--- config.mk ---
export PLATFORM = sky130hd
export DESIGN_NAME = cache_memory_side
export DESIGN_NICKNAME = d
export VERILOG_FILES = /design/src/cache_pkg.sv /design/src/cache_memory_side.sv /design/src/cache_back_end.sv /design/src/cache_read_channel.sv /design/src/cache_write_channel.sv /design/src/cache_wtb.sv
export SDC_FILE = /design/constraint.sdc
export NUM_CORES = 1
export LEC_CHECK = 0
export ABC_CLOCK_PERIOD_IN_PS = 17550
export BUFFER_PORTS_ARGS = -buffer_cell sky130_fd_sc_hd__buf_2
export CORE_MARGIN = 2
export CORE_UTILIZATION = 60
export DETAILED_ROUTE_END_ITERATION = 10
export PLACE_DENSITY_LB_ADDON = 0.3
export SLEW_MARGIN = 20
export SYNTH_ARGS = -nofsm -noshare
export SYNTH_HDL_FRONTEND = slang
export SYNTH_HIERARCHICAL = 1
export SYNTH_SLANG_ARGS = --single-unit
--- constraint.sdc ---
create_clock -name clk_i -period 17.55 [get_ports clk_i]
set_input_delay 5.265 -clock clk_i [delete_from_list [all_inputs] [get_ports clk_i]]
set_output_delay 5.265 -clock clk_i [all_outputs]
set_load 0.03 [all_outputs]
--- src/cache_pkg.sv ---
package cache_pkg;

   // Front-end byte address width
   localparam int ADDR_W = 32;

   // Word width, the same on the front and back side
   localparam int DATA_W = 32;

   localparam int NBYTES   = DATA_W / 8;       // Bytes per word, also strobe width
   localparam int NBYTES_W = $clog2(NBYTES);   // Byte offset bits

   // log2 of back-end beats per line
   localparam int LINE2BE_W = 2;

   // log2 of write-through buffer entries
   localparam int WTB_DEPTH_W = 2;

endpackage
--- src/cache_memory_side.sv ---
`timescale 1ns/1ps

module cache_memory_side #(
   parameter int ADDR_W      = cache_pkg::ADDR_W,
   parameter int LINE2BE_W   = cache_pkg::LINE2BE_W,
   parameter int WTB_DEPTH_W = cache_pkg::WTB_DEPTH_W
) (
   input  logic                                           clk_i,
   input  logic                                           rst_n,

   input  logic                                           write_valid,
   input  logic [ADDR_W-1:cache_pkg::NBYTES_W]            write_addr,
   input  logic [cache_pkg::DATA_W-1:0]                   write_wdata,
   input  logic [cache_pkg::NBYTES-1:0]                   write_wstrb,
   output logic                                           write_ready,

   input  logic                                           replace_valid,
   input  logic [ADDR_W-1:cache_pkg::NBYTES_W+LINE2BE_W]  replace_addr,
   output logic                                           replace,
   output logic                                           read_valid,
   output logic [LINE2BE_W-1:0]                           read_addr,
   output logic [cache_pkg::DATA_W-1:0]                   read_rdata,

   output logic                                           be_valid,
   output logic [ADDR_W-1:0]                              be_addr,
   output logic [cache_pkg::DATA_W-1:0]                   be_wdata,
   output logic [cache_pkg::NBYTES-1:0]                   be_wstrb,
   input  logic [cache_pkg::DATA_W-1:0]                   be_rdata,
   input  logic                                           be_ready
);

   logic                                 entry_valid;
   logic [ADDR_W-1:cache_pkg::NBYTES_W]  entry_addr;
   logic [cache_pkg::DATA_W-1:0]         entry_wdata;
   logic [cache_pkg::NBYTES-1:0]         entry_wstrb;
   logic                                 entry_pop;
   logic                                 wtb_empty;

   cache_wtb #(
      .ADDR_W      (ADDR_W),
      .WTB_DEPTH_W (WTB_DEPTH_W)
   ) wtb (
      .clk_i       (clk_i),
      .rst_n       (rst_n),
      .write_valid (write_valid),
      .write_addr  (write_addr),
      .write_wdata (write_wdata),
      .write_wstrb (write_wstrb),
      .write_ready (write_ready),
      .entry_valid (entry_valid),
      .entry_addr  (entry_addr),
      .entry_wdata (entry_wdata),
      .entry_wstrb (entry_wstrb),
      .entry_pop   (entry_pop),
      .empty       (wtb_empty)
   );

   cache_back_end #(
      .ADDR_W    (ADDR_W),
      .LINE2BE_W (LINE2BE_W)
   ) back_end (
      .clk_i         (clk_i),
      .rst_n         (rst_n),
      .entry_valid   (entry_valid),
      .entry_addr    (entry_addr),
      .entry_wdata   (entry_wdata),
      .entry_wstrb   (entry_wstrb),
      .entry_pop     (entry_pop),
      .wtb_empty     (wtb_empty),
      .replace_valid (replace_valid),
      .replace_addr  (replace_addr),
      .replace       (replace),
      .read_valid    (read_valid),
      .read_addr     (read_addr),
      .read_rdata    (read_rdata),
      .be_valid      (be_valid),
      .be_addr       (be_addr),
      .be_wdata      (be_wdata),
      .be_wstrb      (be_wstrb),
      .be_rdata      (be_rdata),
      .be_ready      (be_ready)
   );

endmodule

--- src/cache_back_end.sv ---
`timescale 1ns/1ps

module cache_back_end #(
   parameter int ADDR_W    = cache_pkg::ADDR_W,
   parameter int LINE2BE_W = cache_pkg::LINE2BE_W
) (
   input  logic                                           clk_i,
   input  logic                                           rst_n,

   input  logic                                           entry_valid,
   input  logic [ADDR_W-1:cache_pkg::NBYTES_W]            entry_addr,
   input  logic [cache_pkg::DATA_W-1:0]                   entry_wdata,
   input  logic [cache_pkg::NBYTES-1:0]                   entry_wstrb,
   output logic                                           entry_pop,
   input  logic                                           wtb_empty,

   input  logic                                           replace_valid,
   input  logic [ADDR_W-1:cache_pkg::NBYTES_W+LINE2BE_W]  replace_addr,
   output logic                                           replace,
   output logic                                           read_valid,
   output logic [LINE2BE_W-1:0]                           read_addr,
   output logic [cache_pkg::DATA_W-1:0]                   read_rdata,

   output logic                                           be_valid,
   output logic [ADDR_W-1:0]                              be_addr,
   output logic [cache_pkg::DATA_W-1:0]                   be_wdata,
   output logic [cache_pkg::NBYTES-1:0]                   be_wstrb,
   input  logic [cache_pkg::DATA_W-1:0]                   be_rdata,
   input  logic                                           be_ready
);

   logic              be_valid_read;
   logic              be_valid_write;
   logic [ADDR_W-1:0] be_addr_read;
   logic [ADDR_W-1:0] be_addr_write;
   logic              write_busy;
   logic              fill_allowed;
   logic              entry_valid_wr;

   // Line fill sees every earlier write
   assign fill_allowed = wtb_empty & ~write_busy;

   assign entry_valid_wr = entry_valid & ~replace;   // Writes wait while a fill runs

   assign be_valid = be_valid_read | be_valid_write;
   assign be_addr  = be_valid_read ? be_addr_read : be_addr_write;

   cache_read_channel #(
      .ADDR_W    (ADDR_W),
      .LINE2BE_W (LINE2BE_W)
   ) read_fsm (
      .clk_i         (clk_i),
      .rst_n         (rst_n),
      .replace_valid (replace_valid),
      .replace_addr  (replace_addr),
      .fill_allowed  (fill_allowed),
      .replace       (replace),
      .read_valid    (read_valid),
      .read_addr     (read_addr),
      .read_rdata    (read_rdata),
      .be_valid      (be_valid_read),
      .be_addr       (be_addr_read),
      .be_rdata      (be_rdata),
      .be_ready      (be_ready)
   );

   cache_write_channel #(
      .ADDR_W (ADDR_W)
   ) write_fsm (
      .clk_i       (clk_i),
      .rst_n       (rst_n),
      .entry_valid (entry_valid_wr),
      .entry_addr  (entry_addr),
      .entry_wdata (entry_wdata),
      .entry_wstrb (entry_wstrb),
      .entry_pop   (entry_pop),
      .busy        (write_busy),
      .be_valid    (be_valid_write),
      .be_addr     (be_addr_write),
      .be_wdata    (be_wdata),
      .be_wstrb    (be_wstrb),
      .be_ready    (be_ready)
   );

endmodule

--- src/cache_read_channel.sv ---
`timescale 1ns/1ps

module cache_read_channel #(
   parameter int ADDR_W    = cache_pkg::ADDR_W,
   parameter int LINE2BE_W = cache_pkg::LINE2BE_W
) (
   input  logic                                           clk_i,
   input  logic                                           rst_n,

   input  logic                                           replace_valid,
   input  logic [ADDR_W-1:cache_pkg::NBYTES_W+LINE2BE_W]  replace_addr,
   input  logic                                           fill_allowed,
   output logic                                           replace,
   output logic                                           read_valid,
   output logic [LINE2BE_W-1:0]                           read_addr,
   output logic [cache_pkg::DATA_W-1:0]                   read_rdata,

   output logic                                           be_valid,
   output logic [ADDR_W-1:0]                              be_addr,
   input  logic [cache_pkg::DATA_W-1:0]                   be_rdata,
   input  logic                                           be_ready
);

   localparam logic IDLE = 1'b0;
   localparam logic FILL = 1'b1;

   logic                                          state;
   logic [ADDR_W-1:cache_pkg::NBYTES_W+LINE2BE_W] line_addr;
   logic [LINE2BE_W-1:0]                          beat;

   assign replace  = (state == FILL);
   assign be_valid = (state == FILL);
   assign be_addr  = {line_addr, beat, {cache_pkg::NBYTES_W{1'b0}}};

   // Each completed beat goes straight to the front end
   assign read_valid = (state == FILL) & be_ready;
   assign read_addr  = beat;
   assign read_rdata = be_rdata;

   always_ff @(posedge clk_i or negedge rst_n) begin
      if (!rst_n) begin
         state <= IDLE;
         beat  <= '0;
      end else begin
         case (state)
            IDLE: begin
               if (replace_valid && fill_allowed) begin
                  state <= FILL;
                  beat  <= '0;
               end
            end
            FILL: begin
               if (be_ready) begin
                  beat <= beat + 1'b1;   // Wraps to zero after the last beat
                  if (&beat) begin
                     state <= IDLE;
                  end
               end
            end
            default: begin
               state <= IDLE;
            end
         endcase
      end
   end

   always_ff @(posedge clk_i) begin
      if (state == IDLE && replace_valid && fill_allowed) begin
         line_addr <= replace_addr;
      end
   end

endmodule

--- src/cache_write_channel.sv ---
`timescale 1ns/1ps

module cache_write_channel #(
   parameter int ADDR_W = cache_pkg::ADDR_W
) (
   input  logic                                 clk_i,
   input  logic                                 rst_n,

   input  logic                                 entry_valid,
   input  logic [ADDR_W-1:cache_pkg::NBYTES_W]  entry_addr,
   input  logic [cache_pkg::DATA_W-1:0]         entry_wdata,
   input  logic [cache_pkg::NBYTES-1:0]         entry_wstrb,
   output logic                                 entry_pop,

   output logic                                 busy,

   output logic                                 be_valid,
   output logic [ADDR_W-1:0]                    be_addr,
   output logic [cache_pkg::DATA_W-1:0]         be_wdata,
   output logic [cache_pkg::NBYTES-1:0]         be_wstrb,
   input  logic                                 be_ready
);

   localparam logic IDLE  = 1'b0;
   localparam logic WRITE = 1'b1;

   logic state;

   assign entry_pop = (state == IDLE) & entry_valid;
   assign busy      = (state == WRITE);
   assign be_valid  = (state == WRITE);

   always_ff @(posedge clk_i or negedge rst_n) begin
      if (!rst_n) begin
         state    <= IDLE;
         be_wstrb <= '0;
      end else begin
         case (state)
            IDLE: begin
               if (entry_valid) begin
                  state    <= WRITE;
                  be_wstrb <= entry_wstrb;
               end
            end
            WRITE: begin
               if (be_ready) begin
                  state    <= IDLE;
                  be_wstrb <= '0;   // Back at zero so the read path sees no write
               end
            end
            default: begin
               state <= IDLE;
            end
         endcase
      end
   end

   // Request payload
   always_ff @(posedge clk_i) begin
      if (entry_pop) begin
         be_addr  <= {entry_addr, {cache_pkg::NBYTES_W{1'b0}}};
         be_wdata <= entry_wdata;
      end
   end

endmodule

--- src/cache_wtb.sv ---
`timescale 1ns/1ps

module cache_wtb #(
   parameter int ADDR_W      = cache_pkg::ADDR_W,
   parameter int WTB_DEPTH_W = cache_pkg::WTB_DEPTH_W
) (
   input  logic                                 clk_i,
   input  logic                                 rst_n,

   input  logic                                 write_valid,
   input  logic [ADDR_W-1:cache_pkg::NBYTES_W]  write_addr,
   input  logic [cache_pkg::DATA_W-1:0]         write_wdata,
   input  logic [cache_pkg::NBYTES-1:0]         write_wstrb,
   output logic                                 write_ready,

   output logic                                 entry_valid,
   output logic [ADDR_W-1:cache_pkg::NBYTES_W]  entry_addr,
   output logic [cache_pkg::DATA_W-1:0]         entry_wdata,
   output logic [cache_pkg::NBYTES-1:0]         entry_wstrb,
   input  logic                                 entry_pop,

   output logic                                 empty
);

   localparam int DEPTH = 2 ** WTB_DEPTH_W;

   logic [ADDR_W-1:cache_pkg::NBYTES_W]  addr_mem  [DEPTH];
   logic [cache_pkg::DATA_W-1:0]         wdata_mem [DEPTH];
   logic [cache_pkg::NBYTES-1:0]         wstrb_mem [DEPTH];

   logic [WTB_DEPTH_W:0]    wr_ptr;   // Extra MSB tells full from empty
   logic [WTB_DEPTH_W:0]    rd_ptr;
   logic [WTB_DEPTH_W-1:0]  wr_idx;
   logic [WTB_DEPTH_W-1:0]  rd_idx;
   logic                    full;
   logic                    push;
   logic                    pop;

   assign wr_idx = wr_ptr[WTB_DEPTH_W-1:0];
   assign rd_idx = rd_ptr[WTB_DEPTH_W-1:0];

   assign empty = (wr_ptr == rd_ptr);
   assign full  = (wr_ptr[WTB_DEPTH_W] != rd_ptr[WTB_DEPTH_W]) && (wr_idx == rd_idx);

   // A pop frees the slot a same-cycle push lands in
   assign write_ready = ~full | entry_pop;

   assign push = write_valid & write_ready;
   assign pop  = entry_pop & ~empty;

   always_ff @(posedge clk_i or negedge rst_n) begin
      if (!rst_n) begin
         wr_ptr <= '0;
         rd_ptr <= '0;
      end else begin
         if (push) begin
            wr_ptr <= wr_ptr + 1'b1;
         end
         if (pop) begin
            rd_ptr <= rd_ptr + 1'b1;
         end
      end
   end

   always_ff @(posedge clk_i) begin
      if (push) begin
         addr_mem[wr_idx]  <= write_addr;
         wdata_mem[wr_idx] <= write_wdata;
         wstrb_mem[wr_idx] <= write_wstrb;
      end
   end

   // Oldest entry
   assign entry_valid = ~empty;
   assign entry_addr  = addr_mem[rd_idx];
   assign entry_wdata = wdata_mem[rd_idx];
   assign entry_wstrb = wstrb_mem[rd_idx];

endmodule

==> results.py, run 1 <==
metrics = {
    "routing": {
        "ant_nets": 0,
        "wl_um": 23470,
        "dr.pass1.iters": 4,
        "route.detailed.drc": 0,
        "num_vias": 6083,
        "wl_per_cell_um": 22.26,
        "via_per_inst": 5.771,
        "initialDrtViolationCount": 322,
    },
    "hold_path": {
        "hold_depth": 1,
        "worstHoldEndpoint": "back_end/write_fsm/be_wstrb[1]$_DFFE_PN0P_",
        "hold_start": "back_end/write_fsm/be_wstrb[1]$_DFFE_PN0P_",
        "min_path_type": "register to register",
    },
    "cts": {
        "postCtsSetupBuffers": 0,
        "ctsResizeCount": 0,
        "clk_latency_ps": 510,
        "clock-sinks": 368,
        "cts.clk_slew.worst_paths_ps": 60,
        "h-tree-depth": 2,
        "ctsHoldBuffers": 0,
        "clockBufferDepth": 3,
        "numCtsBuffers": 37,
        "cts_tree": "done",
        "cts_root_buf": "clkbuf_16",
    },
    "synthesis": {
        "yosys.area.top_type": "edfxtp_1",
        "synthSimpleGateAreaFrac_pct": 0.9453,
        "synthMuxAreaShare_pct": 14.52,
        "synth_compound_area_share_pct": 1.017,
        "yosysTopAreaCellShare_pct": 76.49,
        "synth-async-reset-ratio_pct": 3.804,
        "yosys_most_used_dff": "edfxtp_1",
        "synth_xor_xnor_area_share_pct": 0.4951,
        "ys_ff_latch": 368,
        "ys_types": 42,
        "syn_inst": 588,
        "avgSynthCellArea_sq_um": 23.64,
        "ys_top_cells_by_area": "edfxtp_1 (76%), mux4_2 (11%), mux2_4 (3.1%), dfrtp_1 (2.5%), buf_4 (2.2%)",
        "synthAdderAreaFrac_pct": 0.5402,
        "synthesis.area_sq_um": 13900,
        "synth.yosys.warnings": 6,
        "yosysSeqAreaShare_pct": 79.01,
        "synth-edff-count": 354,
        "synth_top_family_by_area": "multiplexers",
    },
    "die": {
        "initial_core_util_pct": 61.20,
        "core_sq_um": 22710,
        "placementRows": 55,
        "die_y_um": 156.2,
        "die_w_um": 156.2,
        "die-area_sq_um": 24400,
        "io_pins": 237,
    },
    "global_routing": {
        "overflow": 0,
        "first_global_vias": 6536,
        "antenna_found_initial": 3,
        "grt_max_degree": 70,
        "grt_util_all_layers_pct": 19.51,
        "grt_pass1_wl_um": 35600,
    },
    "worst_setup_path": {
        "path_class": "input port to output port",
        "reg2regPathDepth": 6,
        "required_ps": 12280,
        "reg2reg_slack_ps": 13630,
        "cp.arrival_ps": 5770,
        "endpoint_kind": "output port",
        "critPathLaunchType": "input port",
        "critPathMaxFanout": 6,
        "reg2reg_from": "wtb/rd_ptr[1]$_DFFE_PN0P_",
        "r2r_end": "wtb/addr_mem[0][27]$_DFFE_PP_",
    },
    "finish": {
        "utilization_pct": 69.88,
        "layout.nets": 878,
        "regArea_sq_um": 10990,
        "multi_input_area_sq_um": 2480,
        "layout-drive-gt1-share_pct": 44.07,
        "synthToLayoutAreaGrowth_pct": 14.19,
        "n_fill_cell": 1372,
    },
    "placement": {
        "io_buffer_count": 170,
        "dp_hpwl_um": 12980,
        "gp_congestion": 0.7457,
    },
    "sta": {
        "setup_viol": 0,
        "hold_viol": 0,
        "finalSetupTns_ps": 0,
        "slew_headroom_pct": 27.50,
        "min_period_ps": 11030,
        "rsz0062_at_grt": "no",
        "finClkSkew_ps": 14.28,
        "max_freq_mhz": 90.66,
        "tightest_slew_ps": 1087,
        "drv_slew": 0,
        "finalCritPeriodShare_pct": 62.85,
    },
    "run_status": {
        "status": "completed",
    },
    "job": {
        "max-cap-violations": 0,
    },
    "pwr": {
        "p_leak_uw": 0.005560,
        "power_density_nw_per_um2": 188.8,
        "ir_drop_v": 0.0001034,
    },
}
metal layers:
metal | wire, um | GRT usage [%]
met2 | 12260 | 34.16
met1 | 9249 | 24.40
met5 | 13 | 0
met3 | 1343 | 4.472
met4 | 597 | 6.509
sequential cells by signal, summed over array words and instances (netlist names):
| name | cells |
|---|---|
| back_end/write_fsm/be_wstrb | 4 |
| wtb/wdata_mem | 128 |
| wtb/wr_ptr | 3 |
| back_end/read_fsm/line_addr | 28 |
| back_end/write_fsm/be_addr | 30 |
| wtb/rd_ptr | 3 |
| back_end/read_fsm/read_addr | 2 |
| back_end/write_fsm/be_wdata | 32 |
| back_end/read_fsm/be_valid | 1 |
| back_end/write_fsm/be_valid | 1 |
| wtb/wstrb_mem | 16 |
| wtb/addr_mem | 120 |
cells by family after synthesis:
group	count (synthesis)
compound gates	14
xor+xnor	7
fa+ha+maj	6
buf+inv	66
flops	368
mux	104
other cells	2
simple gates	21
critical path: stages:
cell,delay [ps]
buf_2,130
and2_4,170
buf_2,200
final cells by class:
| cell class | count | area share (%) |
|---|---|---|
| repair buffers | 174 | 5.550 |
| multi-input cells | 156 | 15.63 |
| well taps | 285 | 2.247 |
| clock buffers | 48 | 6.094 |
| inverters | 4 | 0.09461 |
| diodes | 2 | 0.03154 |
| flip-flops and latches | 368 | 69.24 |
| clock inverters | 17 | 1.112 |
per-stage QoR:
step	std cells	power, uW	worst slack, ps	area [sq um]	hold WS [ps]
final	1054	2997	6519	15870	517.2
after global routing	1053	3130	6489	15870	537.4
after CTS	1052	3036	6518	15870	518.4
after detailed placement	987	2287	6517	14720	500.6
after global placement	987	2251	6553	14720	494.1
after floorplan	590	2077	6832	13910	502.6
cell usage in the layout, fill, tap and decap left out, types with 5 or more instances in the layout:
cell       Yosys  routed
clkbuf_1       5      11
dfrtp_1       14      11
edfxtp_1     354     354
mux2_2         5       5
buf_2         11     170
mux4_2        66      66
clkinv_1       0       5
clkbuf_16      0      37
mux2_4        29      29
ha_1           6       6
how the worst max path moves through the flow:
stage | start | slack (ps) | end
finish | be_ready | 6520 | read_valid
global route | be_ready | 6490 | read_valid
CTS | be_ready | 6520 | read_valid
detailed placement | be_ready | 6520 | read_valid
global placement | be_ready | 6550 | read_valid
floorplan | be_ready | 6830 | read_valid
power by group:
part / switching [uW] / internal [uW]
clock network: 305 / 436
registers: 126 / 1280
logic: 504 / 349
cells in the mapped netlist, types with 2 or more instances:
cell type	count
edfxtp_1	354
and3_1	4
buf_12	3
buf_2	11
dfrtp_1	14
buf_4	40
clkbuf_1	5
buf_6	2
o2bb2ai_1	4
mux4_2	66
or2_1	2
mux2_4	29
xnor2_1	4
mux2i_1	4
inv_1	4
nor2b_1	4
conb_1	2
mux2_2	5
xor2_1	2
ha_1	6
nand2b_1	2
Note: power is estimated with default switching activity, not from simulation.
==> run 2: changes to the inputs <==
Settings changed: ABC_CLOCK_PERIOD_IN_PS 17550 to 9650, CORE_UTILIZATION 60 to 50.
Clock period 17.55 ns to 9.65 ns, I/O delays scaled along.
==> run 2 against run 1 <==
  * Core utilization fell by 11 points
  * Flip-flop and latch count unchanged
  * Count of clock-buffer cells in the layout is 4 lower
  * Cell area increased by 1.6%
  * Worst hold slack improved by 9.5 ps
  * Register-to-register slack worse by 8800 ps
  * Die area up 19%
  * First-iteration DRC count up 12%
  * Critical endpoint is now write_ready
==> results.py, run 2 (synthesis results as in run 1) <==
metrics = {
    "routing": {
        "wl_um": 24590,
        "via_per_inst": 5.266,
        "dr.pass1.iters": 6,
        "ant_nets": 0,
        "num_vias": 6072,
        "route.detailed.drc": 0,
        "wl_per_cell_um": 21.33,
        "initialDrtViolationCount": 360,
    },
    "cts": {
        "h-tree-depth": 2,
        "clockBufferDepth": 3,
        "cts_root_buf": "clkbuf_16",
        "cts.clk_slew.worst_paths_ps": 60,
        "clock-sinks": 368,
        "ctsResizeCount": 0,
        "numCtsBuffers": 39,
        "ctsHoldBuffers": 0,
        "postCtsSetupBuffers": 0,
        "clk_latency_ps": 510,
        "cts_tree": "done",
    },
    "job": {
        "max-cap-violations": 0,
    },
    "sta": {
        "finalCritPeriodShare_pct": 73.89,
        "finClkSkew_ps": 19.15,
        "timing.final.ws_setup_ps": 2519,
        "min_period_ps": 7131,
        "hold_viol": 0,
        "max_freq_mhz": 140.2,
        "tightest_slew_ps": 1069,
        "slew_headroom_pct": 28.76,
        "rsz0062_at_grt": "no",
        "drv_slew": 0,
        "setup_viol": 0,
        "finalSetupTns_ps": 0,
    },
    "global_routing": {
        "antenna_found_initial": 3,
        "first_global_vias": 6505,
        "grt_pass1_wl_um": 36670,
        "overflow": 0,
        "grt_max_degree": 70,
        "grt_util_all_layers_pct": 16.97,
    },
    "die": {
        "io_pins": 237,
        "die-area_sq_um": 29150,
        "core_sq_um": 27550,
        "initial_core_util_pct": 50.44,
        "die_y_um": 170.7,
        "placementRows": 61,
        "die_w_um": 170.7,
    },
    "worst_setup_path": {
        "reg2reg_from": "wtb/rd_ptr[1]$_DFFE_PN0P_",
        "worstPathCellList": "xor2_2 > or3_1 > nor2b_1 > nor2b_4 > buf_4 > or4_1 > buf_2",
        "path_class": "register to output port",
        "critPathMaxFanout": 69,
        "slowest_delay_ps": 1140,
        "r2r_end": "wtb/addr_mem[0][24]$_DFFE_PP_",
        "crit_buf_inv": 2,
        "crit_family": "simple AND/OR/NAND/NOR gates",
        "required_ps": 6760,
        "slowest_stage": "dfrtp_4",
        "critPathLaunchType": "register",
        "endpoint_kind": "output port",
        "cp.arrival_ps": 4240,
        "reg2regPathDepth": 7,
        "reg2reg_slack_ps": 4830,
    },
    "finish": {
        "n_fill_cell": 1960,
        "final_cell_mix": "edfxtp_1 (354), buf_2 (170), mux4_2 (66)",
        "layout.nets": 883,
        "layout-drive-gt1-share_pct": 45.02,
        "layout_commonest_cell": "edfxtp_1",
        "reg_top3": "wtb/wdata_mem: 128 flops, wtb/addr_mem: 120 flops, back_end/write_fsm/be_wdata: 32 flops",
        "largest_register_ffs": 128,
        "final_design_area_no_fill_sq_um": 16120,
        "synthToLayoutAreaGrowth_pct": 15.96,
        "regMostFlops": "wtb/wdata_mem",
    },
    "pwr": {
        "p_sw_uw": 1719,
        "switching_share_pct": 31.08,
        "clkPwrFrac_pct": 25.4,
        "power_frac_comb_pct": 28.2,
        "p_leak_uw": 0.005646,
        "ir_drop_v": 0.0002538,
        "p_int_uw": 3813,
        "seqPwrFrac_pct": 46.3,
        "power_density_nw_per_um2": 343.3,
    },
    "hold_path": {
        "hold_start": "back_end/write_fsm/be_wstrb[1]$_DFFE_PN0P_",
        "worstHoldEndpoint": "back_end/write_fsm/be_wstrb[1]$_DFFE_PN0P_",
        "hold_depth": 1,
        "min_path_type": "register to register",
    },
    "placement": {
        "dp_hpwl_um": 13980,
        "io_buffer_count": 170,
        "dp_slack_ps": 3025,
        "gp_congestion": 0.6979,
        "dpl_cell_area_sq_um": 14840,
    },
    "run_status": {
        "status": "completed",
    },
}
run 2: changes by cell type in the layout (fill, tap and decap cells not counted):
cell	change
clkinv_2	+9
clkbuf_1	-6
buf_12	+3
clkinvlp_4	-3
inv_6	-3
clkbuf_16	+2
clkinv_1	+2
bufinv_16	+1
clkinv_4	+1
run 2: worst max-delay path by stage:
stage / startpoint / endpoint / slack, ps / cells past startpoint
after detailed placement: wtb/rd_ptr[1]$_DFFE_PN0P_ / write_ready / 3020 / 7
final: wtb/rd_ptr[1]$_DFFE_PN0P_ / write_ready / 2520 / 7
after CTS: wtb/rd_ptr[1]$_DFFE_PN0P_ / write_ready / 2430 / 7
after global routing: wtb/rd_ptr[1]$_DFFE_PN0P_ / write_ready / 2210 / 7
after floorplan: wtb/rd_ptr[0]$_DFFE_PN0P_ / write_ready / 2020 / 8
after global placement: wtb/rd_ptr[1]$_DFFE_PN0P_ / write_ready / 3130 / 7
run 2: worst register-to-register path: cells and delay by family, from the launching register on:
family / cells / cell delay, ps
AND/OR/NAND/NOR: 5 / 2190
flip-flops: 1 / 1140
buffers and inverters: 1 / 780
XOR/XNOR: 1 / 310
run 2: through the flow:
step / utilization (%) / hold WS [ps] / cells / power, uW
after CTS: 58.26 / 524.4 / 1148 / 5601
after floorplan: - / 502.6 / 590 / 3777
after global placement: 53.85 / 501.4 / 1080 / 4121
after detailed placement: 53.85 / 508.0 / 1080 / 4182
final: 58.49 / 526.7 / 1153 / 5532
after global routing: 58.48 / 554.7 / 1151 / 5796
run 2: cell type report:
type                            count  area [sq um]  area share (%)
Tap cell                          378         473.0           2.935
Clock inverter                     24         219.0           1.359
Multi-Input combinational cell    156          2480           15.39
Clock buffer                       44         994.7           6.172
Timing Repair Buffer              177         940.9           5.838
Sequential cell                   368         10990           68.19
Inverter                            4         15.01         0.09316
Antenna cell                        2         5.005         0.03105
run 2: routing by layer:
layer  up-vias  part of all wire [%]  GRT usage, %
met5         -                 0.053             0
met4         2                   3.5         7.432
met3        79                   6.6         4.164
met2       179                    50         29.22
met1      3124                    40         20.43
li1       2688                     -             -
run 2: power by group through the flow:
stage | registers [uW] | clock network [uW] | logic [uW]
floorplan | 2620 | 0 | 1150
global placement | 2580 | 0 | 1540
detailed placement | 2610 | 0 | 1570
CTS | 2590 | 1440 | 1570
global route | 2620 | 1510 | 1670
finish | 2560 | 1410 | 1560
==> run 3: changes to the inputs <==
Settings changed: ABC_CLOCK_PERIOD_IN_PS 9650 to 6800, CORE_UTILIZATION 50 to 56.
Clock period 9.65 ns to 6.8 ns, I/O delays scaled along.
==> run 3 against run 2 <==
  * Register-to-register slack lost 1800 ps
  * Clock power increased by 43%
  * Via count shrank 0.97%
  * Cell area is 0.68% lower
  * Clock skew is 9.5 ps lower
  * Sequential power grew 39%
  * Largest power group unchanged
  * Highest routed layer unchanged
==> results.py, run 3 (synthesis results as in run 1) <==
metrics = {
    "sta": {
        "finClkSkew_ps": 9.612,
        "hold_viol": 0,
        "finalCritPeriodShare_pct": 79.27,
        "tightest_slew_ps": 1106,
        "rsz0062_at_grt": "no",
        "slew_headroom_pct": 26.28,
        "drv_slew": 0,
        "setup_viol": 0,
        "finalSetupTns_ps": 0,
        "min_period_ps": 5390,
        "max_freq_mhz": 185.5,
    },
    "routing": {
        "ant_nets": 0,
        "via_per_inst": 5.481,
        "dr.pass1.iters": 4,
        "wl_um": 23620,
        "num_vias": 6013,
        "wl_per_cell_um": 21.54,
        "initialDrtViolationCount": 469,
        "route.detailed.drc": 0,
    },
    "hold_path": {
        "hold_start": "back_end/write_fsm/be_wstrb[3]$_DFFE_PN0P_",
        "min_path_type": "register to register",
        "hold_depth": 1,
        "worstHoldEndpoint": "back_end/write_fsm/be_wstrb[3]$_DFFE_PN0P_",
    },
    "pwr": {
        "p_leak_uw": 0.005608,
        "power_density_nw_per_um2": 489.0,
        "ir_drop_v": 0.0003264,
        "p_total_uw": 7828,
    },
    "cts": {
        "ctsResizeCount": 0,
        "cts_root_buf": "clkbuf_16",
        "ctsHoldBuffers": 0,
        "h-tree-depth": 2,
        "cts_tree": "done",
        "cts.clk_slew.worst_paths_ps": 60,
        "clockBufferDepth": 3,
        "postCtsSetupBuffers": 0,
        "clk_latency_ps": 510,
        "numCtsBuffers": 38,
        "clock-sinks": 368,
    },
    "finish": {
        "layout-drive-gt1-share_pct": 44.68,
        "regMostFlops": "wtb/wdata_mem",
        "layout_commonest_cell": "edfxtp_1",
        "layout.nets": 879,
        "final_cell_mix": "edfxtp_1 (354), buf_2 (170), mux4_2 (66)",
        "synthToLayoutAreaGrowth_pct": 15.18,
        "reg_top3": "wtb/wdata_mem: 128 flops, wtb/addr_mem: 120 flops, back_end/write_fsm/be_wdata: 32 flops",
        "largest_register_ffs": 128,
    },
    "placement": {
        "gp_congestion": 0.7301,
        "dp_hpwl_um": 13470,
        "io_buffer_count": 170,
    },
    "worst_setup_path": {
        "critPathLaunchType": "register",
        "critPathMaxFanout": 35,
        "reg2reg_from": "wtb/rd_ptr[0]$_DFFE_PN0P_",
        "required_ps": 4760,
        "endpoint_kind": "output port",
        "reg2regPathDepth": 6,
        "path_class": "register to output port",
        "reg2reg_slack_ps": 3030,
        "r2r_end": "wtb/wdata_mem[1][7]$_DFFE_PP_",
        "cp.arrival_ps": 3350,
    },
    "global_routing": {
        "grt_max_degree": 69,
        "overflow": 0,
        "antenna_found_initial": 3,
        "first_global_vias": 6495,
        "grt_util_all_layers_pct": 18.41,
        "grt_pass1_wl_um": 36050,
    },
    "die": {
        "die_y_um": 161.5,
        "core_sq_um": 24320,
        "die-area_sq_um": 26100,
        "placementRows": 57,
        "io_pins": 237,
        "initial_core_util_pct": 57.15,
        "die_w_um": 161.5,
    },
    "run_status": {
        "status": "completed",
    },
    "job": {
        "max-cap-violations": 0,
    },
}
==> run 3: final cells by class <==
cell class / instances / area (sq um)
Tap cell: 324 / 405.4
Clock inverter: 18 / 197.7
Timing Repair Buffer: 174 / 880.8
Multi-Input combinational cell: 156 / 2485
Clock buffer: 50 / 1027
Fill cell: 1619 / 8312
Inverter: 4 / 15.01
Antenna cell: 3 / 7.507
Sequential cell: 368 / 10990
==> run 3: how the worst max path moves through the flow <==
stage	start	end	slack, ps	cells after the start
floorplan	wtb/rd_ptr[0]$_DFFE_PN0P_	wtb/addr_mem[1][0]$_DFFE_PP_	1250	9
global placement	wtb/rd_ptr[0]$_DFFE_PN0P_	write_ready	1970	6
detailed placement	wtb/rd_ptr[0]$_DFFE_PN0P_	write_ready	1870	6
CTS	wtb/rd_ptr[0]$_DFFE_PN0P_	write_ready	1320	6
global route	wtb/rd_ptr[0]$_DFFE_PN0P_	write_ready	1180	6
finish	wtb/rd_ptr[0]$_DFFE_PN0P_	write_ready	1410	6
==> run 3: power breakdown <==
part	switching [uW]	total [uW]	internal, uW
Combinational	1370	2270	901
Clock	789	2010	1220
Sequential	252	3550	3300
==> run 3: worst max-delay path, stage by stage (launching register included) <==
cell     delay (ps)
dfrtp_4         890
xor2_1          270
or3_1           420
nor2b_1         230
nor2b_4         160
or4_1           640
buf_2           240
==> run 3: per-layer routing <==
| layer | global-route usage, % | vias up | routed length [um] |
|---|---|---|---|
| met4 | 6.128 | 2 | 488 |
| met1 | 23.31 | 3087 | 9307 |
| li1 | - | 2681 | - |
| met2 | 31.84 | 192 | 12140 |
| met5 | 0 | - | 13 |
| met3 | 4.160 | 51 | 1680 |
==> run 3: through the flow <==
stage	area [sq um]	utilization, %	hold slack [ps]	instances	setup slack (ps)
2_1_floorplan	13910	-	502.6	590	1248
3_3_place_gp	14780	60.76	494.0	1026	1965
3_5_place_dp	14780	60.76	518.4	1026	1871
4_1_cts	16000	65.79	531.0	1094	1321
5_1_grt	16000	65.80	547.0	1095	1179
6_report	16010	65.82	532.5	1097	1410
